--- config.mk ---
export PLATFORM = sky130hd
export DESIGN_NAME = ahb_input_stage
export DESIGN_NICKNAME = d
export VERILOG_FILES = /design/src/common/ahb_pkg.sv /design/src/common/instage_pkg.sv /design/src/rtl/instage_pend_ctrl.sv /design/src/rtl/instage_hold_regs.sv /design/src/rtl/instage_burst_term.sv /design/src/rtl/ahb_input_stage.sv
export SDC_FILE = /design/constraint.sdc
export NUM_CORES = 1
export LEC_CHECK = 0
export BUFFER_PORTS_ARGS = -buffer_cell sky130_fd_sc_hd__buf_2
export CORE_MARGIN = 2
export CORE_UTILIZATION = 35
export DETAILED_ROUTE_END_ITERATION = 10
export PLACE_DENSITY_LB_ADDON = 0.12
export SLEW_MARGIN = 25
export SYNTH_ARGS = -nofsm -noshare
export SYNTH_HDL_FRONTEND = slang
export SYNTH_SLANG_ARGS = --single-unit
export TNS_END_PERCENT = 100
--- constraint.sdc ---
create_clock -name HCLK -period 2.36 [get_ports HCLK]
set_input_delay 0.236 -clock HCLK [delete_from_list [all_inputs] [get_ports HCLK]]
set_output_delay 0.236 -clock HCLK [all_outputs]
set_load 0.05 [all_outputs]
--- src/common/ahb_pkg.sv ---
// AHB protocol package with the bus field types and their encodings
`default_nettype none

package ahb_pkg;

  // ----------------------------------------------------------------------
  // Field types
  // ----------------------------------------------------------------------

  typedef logic [1:0] htrans_t;   // HTRANS transfer type
  typedef logic [2:0] hburst_t;   // HBURST burst type
  typedef logic [1:0] hresp_t;    // HRESP slave response
  typedef logic [2:0] hsize_t;    // HSIZE, log2 of bytes per beat
  typedef logic [3:0] hprot_t;    // HPROT protection bits

  // ----------------------------------------------------------------------
  // HTRANS encoding
  // ----------------------------------------------------------------------

  localparam htrans_t TRN_IDLE   = 2'b00;  // No transfer
  localparam htrans_t TRN_BUSY   = 2'b01;  // Master inserts a wait in a burst
  localparam htrans_t TRN_NONSEQ = 2'b10;  // First beat or single
  localparam htrans_t TRN_SEQ    = 2'b11;  // Following beat of a burst

  // ----------------------------------------------------------------------
  // HBURST encoding
  // ----------------------------------------------------------------------

  // Bit 0 set means incrementing, upper bits give the length
  localparam hburst_t BUR_SINGLE = 3'b000;  // Single beat
  localparam hburst_t BUR_INCR   = 3'b001;  // Undefined length incr
  localparam hburst_t BUR_WRAP4  = 3'b010;  // 4-beat wrap
  localparam hburst_t BUR_INCR4  = 3'b011;  // 4-beat incr
  localparam hburst_t BUR_WRAP8  = 3'b100;  // 8-beat wrap
  localparam hburst_t BUR_INCR8  = 3'b101;  // 8-beat incr
  localparam hburst_t BUR_WRAP16 = 3'b110;  // 16-beat wrap
  localparam hburst_t BUR_INCR16 = 3'b111;  // 16-beat incr

  // HRESP encoding
  localparam hresp_t RSP_OKAY  = 2'b00;   // Transfer completed fine
  localparam hresp_t RSP_ERROR = 2'b01;   // Two-cycle error response

endpackage

`default_nettype wire

--- src/common/instage_pkg.sv ---
// Input stage package with the internal types of the boundary logic
`default_nettype none

package instage_pkg;

  // ----------------------------------------------------------------------
  // Wrap boundary support
  // ----------------------------------------------------------------------

  // Beat index inside a 16-beat window
  // Wide enough for the longest wrapping burst (WRAP16)
  typedef logic [3:0] beat_offset_t;

  // Largest HSIZE with its own address slice
  // 3 is a 64-bit beat, so the slice tops out at address bit 6
  // Wider beats fall back to the byte slice
  localparam ahb_pkg::hsize_t MAX_SIZE = 3'd3;

  // Offset of the last beat in a full 16-beat window
  localparam beat_offset_t LAST_BEAT = 4'hf;

endpackage

`default_nettype wire

--- src/rtl/instage_pend_ctrl.sv ---
// Input stage control with the load decode, pending flag and slave response
`default_nettype none
`timescale 1ns/1ps

module instage_pend_ctrl (
  input  logic             HCLK,
  input  logic             HRESETn,
  input  logic             HSELS,
  input  ahb_pkg::htrans_t HTRANSS,
  input  logic             HREADYS,
  input  logic             active_ip,      // Output stage drives this port
  input  logic             readyout_ip,    // HREADYOUT of the shared slave
  input  ahb_pkg::hresp_t  resp_ip,        // HRESP of the shared slave
  output logic             load_reg,       // Accepted beat, capture it
  output logic             pend_tran_reg,  // Beat waits in the register
  output logic             held_tran_ip,   // Request to the arbiters
  output logic             HREADYOUTS,
  output ahb_pkg::hresp_t  HRESPS
);

  import ahb_pkg::*;

  logic addr_valid;   // NONSEQ or SEQ to this port
  logic data_valid;   // Data phase of such a beat
  logic pend_tran;    // Next value of pend_tran_reg

  // ----------------------------------------------------------------------
  // Address phase decode
  // ----------------------------------------------------------------------

  assign addr_valid = HSELS & HTRANSS[1];     // IDLE and BUSY excluded
  assign load_reg   = addr_valid & HREADYS;   // Master moves on this edge

  // Tracks the data phase, steps only when the bus advances
  always_ff @(posedge HCLK)
  begin
    if (!HRESETn)
      data_valid <= 1'b0;
    else if (HREADYS)
      data_valid <= addr_valid;
  end

  // ----------------------------------------------------------------------
  // Pending transfer
  // ----------------------------------------------------------------------

  // Set when the output stage misses the beat
  // Clear once it is driven and the slave completes it
  assign pend_tran = (load_reg && !active_ip)    ? 1'b1 :
                     (active_ip && readyout_ip) ? 1'b0 :
                                                  pend_tran_reg;

  always_ff @(posedge HCLK)
  begin
    if (!HRESETn)
      pend_tran_reg <= 1'b0;
    else
      pend_tran_reg <= pend_tran;
  end

  // Direct beat this cycle or held beat from earlier
  assign held_tran_ip = load_reg | pend_tran_reg;

  // Response to the master
  always_comb
  begin
    if (!data_valid)
    begin
      HREADYOUTS = 1'b1;          // Nothing owed, zero-wait OKAY
      HRESPS     = RSP_OKAY;
    end
    else if (pend_tran_reg)
    begin
      HREADYOUTS = 1'b0;          // Stall until the held beat goes out
      HRESPS     = RSP_OKAY;
    end
    else
    begin
      HREADYOUTS = readyout_ip;
      HRESPS     = resp_ip;
    end
  end

endmodule

`default_nettype wire

--- src/rtl/instage_hold_regs.sv ---
// Input stage holding register with the held/direct address path mux
`default_nettype none
`timescale 1ns/1ps

module instage_hold_regs #(
  parameter int ADDR_WIDTH   = 32,
  parameter int MASTER_WIDTH = 4
) (
  input  logic                    HCLK,
  input  logic                    HRESETn,
  input  logic                    load_reg,       // Capture this beat
  input  logic                    pend_tran_reg,  // Drive from the register

  // Direct address and control from the slave port
  input  logic                    HSELS,
  input  logic [ADDR_WIDTH-1:0]   HADDRS,
  input  ahb_pkg::htrans_t        HTRANSS,
  input  logic                    HWRITES,
  input  ahb_pkg::hsize_t         HSIZES,
  input  ahb_pkg::hburst_t        HBURSTS,
  input  ahb_pkg::hprot_t         HPROTS,
  input  logic [MASTER_WIDTH-1:0] HMASTERS,
  input  logic                    HMASTLOCKS,

  // Selected path towards the output stage
  output logic                    sel_ip,
  output logic [ADDR_WIDTH-1:0]   addr_ip,
  output logic                    write_ip,
  output ahb_pkg::hsize_t         size_ip,
  output ahb_pkg::hprot_t         prot_ip,
  output logic [MASTER_WIDTH-1:0] master_ip,
  output logic                    mastlock_ip,
  output ahb_pkg::htrans_t        trans_int,      // Before burst rewrite
  output ahb_pkg::htrans_t        transb,         // Original beat type
  output ahb_pkg::hburst_t        burst_int       // Before burst rewrite
);

  import ahb_pkg::*;

  // Captured beat
  htrans_t                 reg_trans;
  hburst_t                 reg_burst;
  logic                    reg_mastlock;
  logic [ADDR_WIDTH-1:0]   reg_addr;
  logic                    reg_write;
  hsize_t                  reg_size;
  hprot_t                  reg_prot;
  logic [MASTER_WIDTH-1:0] reg_master;

  // ----------------------------------------------------------------------
  // Capture on every accepted beat
  // ----------------------------------------------------------------------

  // Beat type, burst and lock steer the output stage
  always_ff @(posedge HCLK)
  begin
    if (!HRESETn)
    begin
      reg_trans    <= TRN_IDLE;
      reg_burst    <= BUR_SINGLE;
      reg_mastlock <= 1'b0;
    end
    else if (load_reg)
    begin
      reg_trans    <= HTRANSS;
      reg_burst    <= HBURSTS;
      reg_mastlock <= HMASTLOCKS;
    end
  end

  always_ff @(posedge HCLK)
  begin
    if (load_reg)
    begin
      reg_addr   <= HADDRS;
      reg_write  <= HWRITES;
      reg_size   <= HSIZES;
      reg_prot   <= HPROTS;
      reg_master <= HMASTERS;
    end
  end

  // ----------------------------------------------------------------------
  // Held or direct path
  // ----------------------------------------------------------------------

  always_comb
  begin
    if (pend_tran_reg)
    begin
      sel_ip      = 1'b1;         // Held beat always targets us
      trans_int   = TRN_NONSEQ;   // Replayed as a fresh transfer
      transb      = reg_trans;
      addr_ip     = reg_addr;
      write_ip    = reg_write;
      size_ip     = reg_size;
      burst_int   = reg_burst;
      prot_ip     = reg_prot;
      master_ip   = reg_master;
      mastlock_ip = reg_mastlock;
    end
    else
    begin
      sel_ip      = HSELS;        // Straight through
      trans_int   = HTRANSS;
      transb      = HTRANSS;
      addr_ip     = HADDRS;
      write_ip    = HWRITES;
      size_ip     = HSIZES;
      burst_int   = HBURSTS;
      prot_ip     = HPROTS;
      master_ip   = HMASTERS;
      mastlock_ip = HMASTLOCKS;
    end
  end

endmodule

`default_nettype wire

--- src/rtl/instage_burst_term.sv ---
// Input stage early burst termination, keeps an interrupted burst legal AHB
`default_nettype none
`timescale 1ns/1ps

module instage_burst_term #(
  parameter int ADDR_WIDTH = 32   // At least 7
) (
  input  logic                  HCLK,
  input  logic                  HRESETn,
  input  ahb_pkg::htrans_t      HTRANSS,
  input  logic [ADDR_WIDTH-1:0] HADDRS,
  input  ahb_pkg::hsize_t       HSIZES,
  input  ahb_pkg::hburst_t      HBURSTS,
  input  logic                  HREADYS,
  input  logic                  load_reg,    // Accepted beat
  input  logic                  active_ip,   // Output stage drives this port
  input  ahb_pkg::htrans_t      trans_int,   // Held or direct HTRANS
  input  ahb_pkg::htrans_t      transb,      // Original HTRANS of the beat
  input  ahb_pkg::hburst_t      burst_int,   // Held or direct HBURST
  output ahb_pkg::htrans_t      trans_ip,
  output ahb_pkg::hburst_t      burst_ip
);

  import ahb_pkg::*;
  import instage_pkg::*;

  logic         burst_override;   // Burst was cut, finish it as INCR
  logic         override_next;
  beat_offset_t offset_addr;      // Beat index from the address
  beat_offset_t check_addr;       // Offset padded to the wrap window
  logic         bound;            // Previous beat closed the wrap window
  logic         bound_next;
  logic         bound_en;

  // ----------------------------------------------------------------------
  // Override flag
  // ----------------------------------------------------------------------

  // A SEQ beat the output stage did not take breaks the fixed burst
  // A new NONSEQ or IDLE ends the broken burst
  always_comb
  begin
    if (HTRANSS == TRN_NONSEQ || HTRANSS == TRN_IDLE)
      override_next = 1'b0;
    else if (HTRANSS == TRN_SEQ && load_reg && !active_ip)
      override_next = 1'b1;
    else
      override_next = burst_override;  // BUSY keeps state
  end

  always_ff @(posedge HCLK)
  begin
    if (!HRESETn)
      burst_override <= 1'b0;
    else if (HREADYS)
      burst_override <= override_next;
  end

  // ----------------------------------------------------------------------
  // Wrap boundary detection
  // ----------------------------------------------------------------------

  // Address bits that count beats for this size
  always_comb
  begin
    if (HSIZES <= MAX_SIZE)
      offset_addr = HADDRS[HSIZES +: 4];
    else
      offset_addr = HADDRS[3:0];       // 128-bit and up, byte slice
  end

  // Bits above the window forced high, INCR and SINGLE never match
  always_comb
  begin
    case (HBURSTS)
      BUR_WRAP4  : check_addr = {2'b11, offset_addr[1:0]};
      BUR_WRAP8  : check_addr = {1'b1, offset_addr[2:0]};
      BUR_WRAP16 : check_addr = offset_addr;
      default    : check_addr = '0;
    endcase
  end

  assign bound_next = (check_addr == LAST_BEAT);
  assign bound_en   = HTRANSS[1] & HREADYS;   // Only on real beats

  always_ff @(posedge HCLK)
  begin
    if (!HRESETn)
      bound <= 1'b0;
    else if (bound_en)
      bound <= bound_next;
  end

  // Rewrite
  // SEQ becomes NONSEQ and BUSY becomes IDLE after the wrap point
  assign trans_ip = (burst_override && bound) ? {trans_int[1], 1'b0} : trans_int;

  // Remaining beats run as undefined length
  assign burst_ip = (burst_override && transb != TRN_NONSEQ) ? BUR_INCR : burst_int;

endmodule

`default_nettype wire

--- src/rtl/ahb_input_stage.sv ---
// AHB matrix input stage, holds a transfer the output stage cannot take yet
`default_nettype none
`timescale 1ns/1ps

module ahb_input_stage #(
  parameter int ADDR_WIDTH   = 32,  // At least 7 for the 64-bit offset slice
  parameter int MASTER_WIDTH = 4
) (
  input  logic                    HCLK,
  input  logic                    HRESETn,

  // Slave port from the master side
  input  logic                    HSELS,
  input  logic [ADDR_WIDTH-1:0]   HADDRS,
  input  ahb_pkg::htrans_t        HTRANSS,
  input  logic                    HWRITES,
  input  ahb_pkg::hsize_t         HSIZES,
  input  ahb_pkg::hburst_t        HBURSTS,
  input  ahb_pkg::hprot_t         HPROTS,
  input  logic [MASTER_WIDTH-1:0] HMASTERS,
  input  logic                    HMASTLOCKS,
  input  logic                    HREADYS,
  output logic                    HREADYOUTS,
  output ahb_pkg::hresp_t         HRESPS,

  // Internal port towards the output stages
  output logic                    sel_ip,
  output logic [ADDR_WIDTH-1:0]   addr_ip,
  output ahb_pkg::htrans_t        trans_ip,
  output logic                    write_ip,
  output ahb_pkg::hsize_t         size_ip,
  output ahb_pkg::hburst_t        burst_ip,
  output ahb_pkg::hprot_t         prot_ip,
  output logic [MASTER_WIDTH-1:0] master_ip,
  output logic                    mastlock_ip,
  output logic                    held_tran_ip,  // Request to the arbiters
  input  logic                    active_ip,     // Output stage drives this port
  input  logic                    readyout_ip,
  input  ahb_pkg::hresp_t         resp_ip
);

  import ahb_pkg::*;

  logic    load_reg;        // Valid beat accepted this cycle
  logic    pend_tran_reg;   // Holding register in use
  htrans_t trans_int;       // Held or direct HTRANS before rewrite
  htrans_t transb;          // HTRANS for the burst rewrite decision
  hburst_t burst_int;       // Held or direct HBURST before rewrite

  // ----------------------------------------------------------------------
  // Flags and response
  // ----------------------------------------------------------------------

  instage_pend_ctrl pend_ctrl_i (
    .HCLK          (HCLK),
    .HRESETn       (HRESETn),
    .HSELS         (HSELS),
    .HTRANSS       (HTRANSS),
    .HREADYS       (HREADYS),
    .active_ip     (active_ip),
    .readyout_ip   (readyout_ip),
    .resp_ip       (resp_ip),
    .load_reg      (load_reg),
    .pend_tran_reg (pend_tran_reg),
    .held_tran_ip  (held_tran_ip),
    .HREADYOUTS    (HREADYOUTS),
    .HRESPS        (HRESPS)
  );

  // ----------------------------------------------------------------------
  // Holding register and path mux
  // ----------------------------------------------------------------------

  instage_hold_regs #(
    .ADDR_WIDTH   (ADDR_WIDTH),
    .MASTER_WIDTH (MASTER_WIDTH)
  ) hold_regs_i (
    .HCLK          (HCLK),
    .HRESETn       (HRESETn),
    .load_reg      (load_reg),
    .pend_tran_reg (pend_tran_reg),
    .HSELS         (HSELS),
    .HADDRS        (HADDRS),
    .HTRANSS       (HTRANSS),
    .HWRITES       (HWRITES),
    .HSIZES        (HSIZES),
    .HBURSTS       (HBURSTS),
    .HPROTS        (HPROTS),
    .HMASTERS      (HMASTERS),
    .HMASTLOCKS    (HMASTLOCKS),
    .sel_ip        (sel_ip),
    .addr_ip       (addr_ip),
    .write_ip      (write_ip),
    .size_ip       (size_ip),
    .prot_ip       (prot_ip),
    .master_ip     (master_ip),
    .mastlock_ip   (mastlock_ip),
    .trans_int     (trans_int),
    .transb        (transb),
    .burst_int     (burst_int)
  );

  // Early burst termination
  instage_burst_term #(
    .ADDR_WIDTH (ADDR_WIDTH)
  ) burst_term_i (
    .HCLK      (HCLK),
    .HRESETn   (HRESETn),
    .HTRANSS   (HTRANSS),
    .HADDRS    (HADDRS),
    .HSIZES    (HSIZES),
    .HBURSTS   (HBURSTS),
    .HREADYS   (HREADYS),
    .load_reg  (load_reg),
    .active_ip (active_ip),
    .trans_int (trans_int),
    .transb    (transb),
    .burst_int (burst_int),
    .trans_ip  (trans_ip),
    .burst_ip  (burst_ip)
  );

endmodule

`default_nettype wire

Word level (Yosys, flattened, before mapping)
Cells that the tools add are included.
{ "totals": {"regBits": 54, "latchBits": 0, "ramBits": 0, "mem_bits_ro": 0, "inputBits": 58, "output_inout_bits": 55, "word_cells": 59, "mem_count": 0} }
{ "op_classes": {"addsub": 0, "mul": 0, "div_mod_pow": 0, "order_cmp": 1, "eq_ne": 7, "shift": 1, "mux": 22, "bitwise_logic": 4, "reduce_logical": 12} }
{ "op_table": {"columns": ["op", "n"], "rows": [
  ["32-bit 2-to-1 mux", 1],
  ["32-bit by 4-bit indexed part select with 4-bit output", 1],
  ["4-bit 2-to-1 mux", 3],
  ["4-bit one-hot mux with 3 select lines", 1],
  ["1-bit 2-to-1 mux", 10],
  ["3-bit 2-to-1 mux", 3],
  ["2-bit 2-to-1 mux", 4],
  ["3-bit == test, second input constant", 2],
  ["1-bit logical AND", 6],
  ["2-bit == test, second input constant", 2],
  ["4-bit == test, second input constant", 1],
  ["2-bit nonzero test", 2],
  ["1-bit bitwise AND", 3],
  ["3-bit by 2-bit == test with 1-bit output, second input constant", 1],
  ["3-bit by 2-bit <= comparator with 1-bit output, second input constant", 1],
  ["2-bit zero test", 1],
  ["2-bit != test, second input constant", 1],
  ["2-bit AND reduction", 1],
  ["1-bit zero test", 1],
  ["1-bit logical OR", 1],
  ["1-bit bitwise OR", 1]
]} }

Longest topological paths before layout
{ "logic_depth": {"ltp_word": 6, "ltp_mapped": 6, "depth_no_buf": 5} }

By module
From an unflattened synthesis, not the netlist that was laid out.
{ "hier_totals": {"hier_cells": 174, "area_unflattened_um2": 2787.7} }
{ "by_module_without_submodules": {"columns": ["mod", "n_inst", "cells_per_inst", "area_per_inst_um2", "seq_area_each_um2"], "rows": [
  ["instage_hold_regs", 1, 122, 2404.8, 1441.4],
  ["instage_burst_term", 1, 38, 262.8, 40.0],
  ["instage_pend_ctrl", 1, 14, 120.1, 40.0]
]} }

Worst setup path before layout
OpenSTA, ideal clock, no wires.
{ "synth_timing": {"kind": "register to output", "startpoint": "reg pend_ctrl_i.pend_tran_reg", "endpoint": "out trans_ip[0]", "arrival_ns": 1.756, "required_ns": 2.124, "slack_ns": 0.368, "path_stages_with_launch": 4, "path_buffers": 2, "path_cell_list": "dfxtp_1 buf_4 clkbuf_1 a211oi_1"} }
{ "synth_between": {"elab_chain_cells": 2} }
{ "synth_rtl": {"columns": ["element", "line", "rtl"], "rows": [
  ["start: declaration", "instage_pend_ctrl.sv:15", "output logic pend_tran_reg,"],
  ["start signal: assignment", "instage_pend_ctrl.sv:58", "pend_tran_reg <= pend_tran;"],
  ["2-bit 2-to-1 mux", "instage_hold_regs.sv:89", "if (pend_tran_reg)"],
  ["1-bit 2-to-1 mux", "instage_burst_term.sv:96", "assign trans_ip = (burst_override && bound) ? {trans_int[1], 1'b0} : trans_int;"],
  ["end: declaration", "ahb_input_stage.sv:29", "output ahb_pkg::htrans_t trans_ip,"]
]} }
No other way between the ends.

Worst setup path in the final report
{ "layout_timing": {"startpoint": "reg pend_ctrl_i.pend_tran_reg", "endpoint": "out addr_ip[11]"} }
{ "layout_between": {"elab_chain_cells": 1} }
{ "layout_rtl": {"columns": ["element", "line", "rtl"], "rows": [
  ["32-bit 2-to-1 mux", "instage_hold_regs.sv:89", null],
  ["end: declaration", "ahb_input_stage.sv:28", "output logic [ADDR_WIDTH-1:0] addr_ip,"]
]} }
No other way between the ends.

==> results.md <==
- The met1 capacity usage during global routing is around 17%.
- The biggest area consumer among synthesized cells is edfxtp_1.
- The count of H-tree levels built during CTS is 2.
- The clock-pin transition on the worst setup and hold timing paths is 0.10 ns.
- In this run the most used layer during global routing was met2.
- Across the VDD grid, the largest voltage drop is 377.7 µV.
- The transition time at the pin with the least slew margin is 0.5816 ns.
- The number of global-route vias before repair is 1781.
- Summed over all layers, the routed wires come to about 5.4 mm.
- In the final layout, the registers with the most flip-flops are hold_regs_i.reg_addr x32, hold_regs_i.reg_master x4, hold_regs_i.reg_prot x4.
- The longest clock path from root to sink contains 2 buffers.
- The count of cells resized by post-cts repair is 0.
- The cell with the biggest individual delay on the critical path is dfxtp_2.
- The worst path buffer plus inverter count is 2.
- Once layout is complete, the utilization of the core stands at about 48%.
- The instance count of the mapped netlist is between 150 and 200.
- In this run, synthesis produced a sequential element count of 54.
- Dividing the final minimum period by the clock period gives just over 90%.
- The tool flagged a number of max-cap violations equal to 0.
- The number of antenna violations at the first check in global routing was 0.
- The largest single stage delay on the critical path is approximately 0.7 ns.
- Dividing the detail-routed wire length by the instance count gives 13.82 µm.
- The root buffer cell is clkbuf_8.
- The antenna diode instance count is 0.
- The detailed router placed 1828 vias in this run.
- The global-route total usage across every layer is about 13%.
- The number of flip-flops in the largest register is 32.
- On the final layout, the worst clock skew is 0 ns.
- The region available for standard cell placement spans 0.006907 mm².
- The net count of the finished layout is 354.
- STA classifies the critical path endpoint as an output pin.
- In this run the worst setup path begins at pend_ctrl_i.pend_tran_reg.
- The worst endpoint required time is ~2.1 ns.
- Entering global routing, the biggest net connects 29 pins.
- Counting every sink on the clock net gives between 50 and 60.
- The CTS tree is done.
- The startpoint identified for the worst hold timing path is HMASTERS[2].
- The clock latency on the worst-skew pair is approximately 0.29 ns.
- The biggest fanout along the worst timing path is 28.
- The first-pass detailed-route iteration total is 4.
- Once detail routing completed, the nets flagged for antenna violations numbered 0.
- In the final layout, the share of cells above drive strength 1 is 56.23%.
- The post-CTS repair timing setup buffer count is 0.
- Setup repair after global routing left no endpoint under its margin.
- The standard-cell row count is 30.
- STA classifies the critical path startpoint as a flip-flop.
- The total of buffers placed on input and output ports is roughly 110.
- The die boundary height is between 80 and 90 µm.
- After synthesis, the largest area contributor takes up approximately 52% of total cell area.
- The remaining design rule violation count is 0.
- The initial core utilization is between 30% and 40%.
- The area growth from synthesis to layout is 30.49%.
- The area of the die is about 0.0079 mm².
- The global-route wire length before repair is 8.211 mm.
- The number of filler cells placed in the layout is ~690.
- The total count of hold-check failures in the final report came to 0.
- Pin placement for this block handled between 100 and 150 I/O pins.
- The class of the most critical hold timing path is in -> reg.
- Yosys mapped the design onto 37 distinct sky130hd cell types.
- The critical path in this run is classified as reg -> out.
- In this run the power density over the cells is approximately 660 mW/mm².
- The count of warnings emitted by yosys is 0.
- The data arrival time of the worst path is approximately 2 ns.
- Summing every instance area after synthesis gives ~0.0025 mm².
- Yosys attributes the largest share of cell area to edfxtp_1 52%, mux2_2 15%, dfxtp_1 7.9%, mux2_1 4.5%, nand2_1 2.5%.
- Setup violations remaining at the end of the flow were counted as 0.
- Counting every net in the synthesized netlist gives between 200 and 250.
- The die span in x is ~89 µm.
- The total negative setup slack is 0 ns.
- The number of vias per cell is between 4 and 5.
- The total of hold buffers inserted after clock tree synthesis is 0.
- The detailed placer's ending HPWL is slightly above 4 mm.
- The sequential area share after synthesis is around 60%.
- After synthesis, the mean cell area works out to about 14 µm².
- At the end of routability-driven placement, the weighted congestion stood at just over 0.7.
- The count of final max-slew check failures came to 0.
- The gate family responsible for the most delay along the worst path is flip-flops.
- The signal on the critical path passes through buf_4 -> mux2_2 -> buf_2.
- The DRC violation total after the first TritonRoute iteration is slightly below 80.
- After layout, the minimum clock period comes to ~2.2 ns.
- The total CTS buffers is 5.
- The run finished with clean final reports.
- The global routing met3 resource utilization is 3.786%.
- Summed over all cells, the static leakage comes to 0.001354 µW.
- Global routing consumed, on the met2 layer, 22.18% of the routing resources.
- The startpoint identified for the worst register-to-register timing path is pend_ctrl_i.pend_tran_reg.
- hold_regs_i.reg_addr holds more flip-flops than any other register.
- Headroom to the max-slew limit came out at between 60% and 70%.
- Summed over all layers, the global routing overflow is 0.
- The peak clock frequency supported by timing is 458.3 MHz.
[cell usage in the layout (no fill, tap or decap), drive strengths merged]
cell type  netlist  layout
or2              2       2
a31oi            1       1
edfxtp          44      44
inv              7       8
nor2b            5       5
nor2             4       4
o22ai            1       1
a21boi           5       5
a2111oi          1       1
o221a            1       1
and3b            2       2
nand2           17      17
o211ai           1       1
o21ai            5       5
nand2b           2       2
o31ai            2       2
a211oi           2       2
a21oi            5       5
mux2            43      43
nand3b           1       1
clkbuf           2       5
a211o            1       1
bufinv           0       1
clkinv           0       1
nand3            3       3
dfxtp           10      10
o21a             1       1
nor3             1       1
buf              7     117
mux2i            3       3
nor3b            1       1
o311a            1       1
[final cells by class]
type / instances / area (µm²) / share of cell area [%]
clock buffers: 5 / 68.82 / 2.086
clock inverters: 3 / 42.54 / 1.290
inverters: 7 / 26.28 / 0.7967
multi-input cells: 111 / 919.6 / 27.88
flip-flops and latches: 54 / 1523 / 46.17
well taps: 96 / 120.1 / 3.642
repair buffers: 117 / 598.1 / 18.13
[worst paths after layout]
kind	to	slack, ns	cells past startpoint
min reg2reg	hold_regs_i.reg_mastlock	0.46	2
max reg2reg	pend_ctrl_i.pend_tran_reg	1.32	2
min	hold_regs_i.reg_master[2]	0.11	1
max	addr_ip[11]	0.18	3
[report_power, final]
group / leakage [µW] / switching, µW / internal [µW]
registers: 0.000486 / 15.2 / 1070
clock network: 0.0000562 / 305 / 317
logic: 0.000812 / 323 / 138
[synthesized netlist by cell type]
master	instances
a2111oi_2	1
a31oi_1	1
mux2i_1	3
nor2b_4	1
o22ai_1	1
or2_1	2
buf_2	3
a21boi_1	5
and3b_1	2
o21ai_0	5
a211oi_1	2
o211ai_1	1
buf_4	2
o311a_1	1
nor2b_2	1
a21oi_1	3
o31ai_2	2
o221a_2	1
nor2b_1	3
nor3b_1	1
clkbuf_1	2
a21oi_2	2
mux2_2	33
edfxtp_1	44
nand3b_1	1
o21a_1	1
nor2_1	4
dfxtp_1	10
nor3_1	1
buf_6	2
nand2b_1	2
mux2_1	10
nand3_1	3
inv_2	1
inv_1	6
a211o_1	1
nand2_1	17
[logic make-up after synthesis]
logic type / after synthesis / share of synthesized area [%]
compound gates: 27 / 8.218
buf+inv: 16 / 3.415
flops: 54 / 60.20
mux: 46 / 20.35
simple gates: 38 / 7.821
[worst reg2reg max path, stage by stage, from the launching register on]
cell,delay [ns]
dfxtp_2,0.72
a21oi_1,0.14
nor2b_1,0.13
[metal layers]
metal / share of wire, % / up-vias
met3: 6.5 / 7
li1: - / 906
met5: 0 / -
met4: 1.1 / 0
met2: 49 / 61
met1: 44 / 854
[per-stage QoR]
step                      total power (µW)  area (µm²)  worst slack, ns  hold WS [ns]  cells
after CTS                             2203        3298           0.1452       0.09424    393
after floorplan                       1441        2527           0.3677        0.3349    181
after detailed placement              1577        3187           0.5041        0.4291    385
after global placement                1575        3187           0.5298        0.4251    385
after global routing                  2261        3298          0.04917       0.08813    393
final                                 2173        3298           0.1780        0.1083    393
No activity file was read; power rests on OpenSTA's default activity.
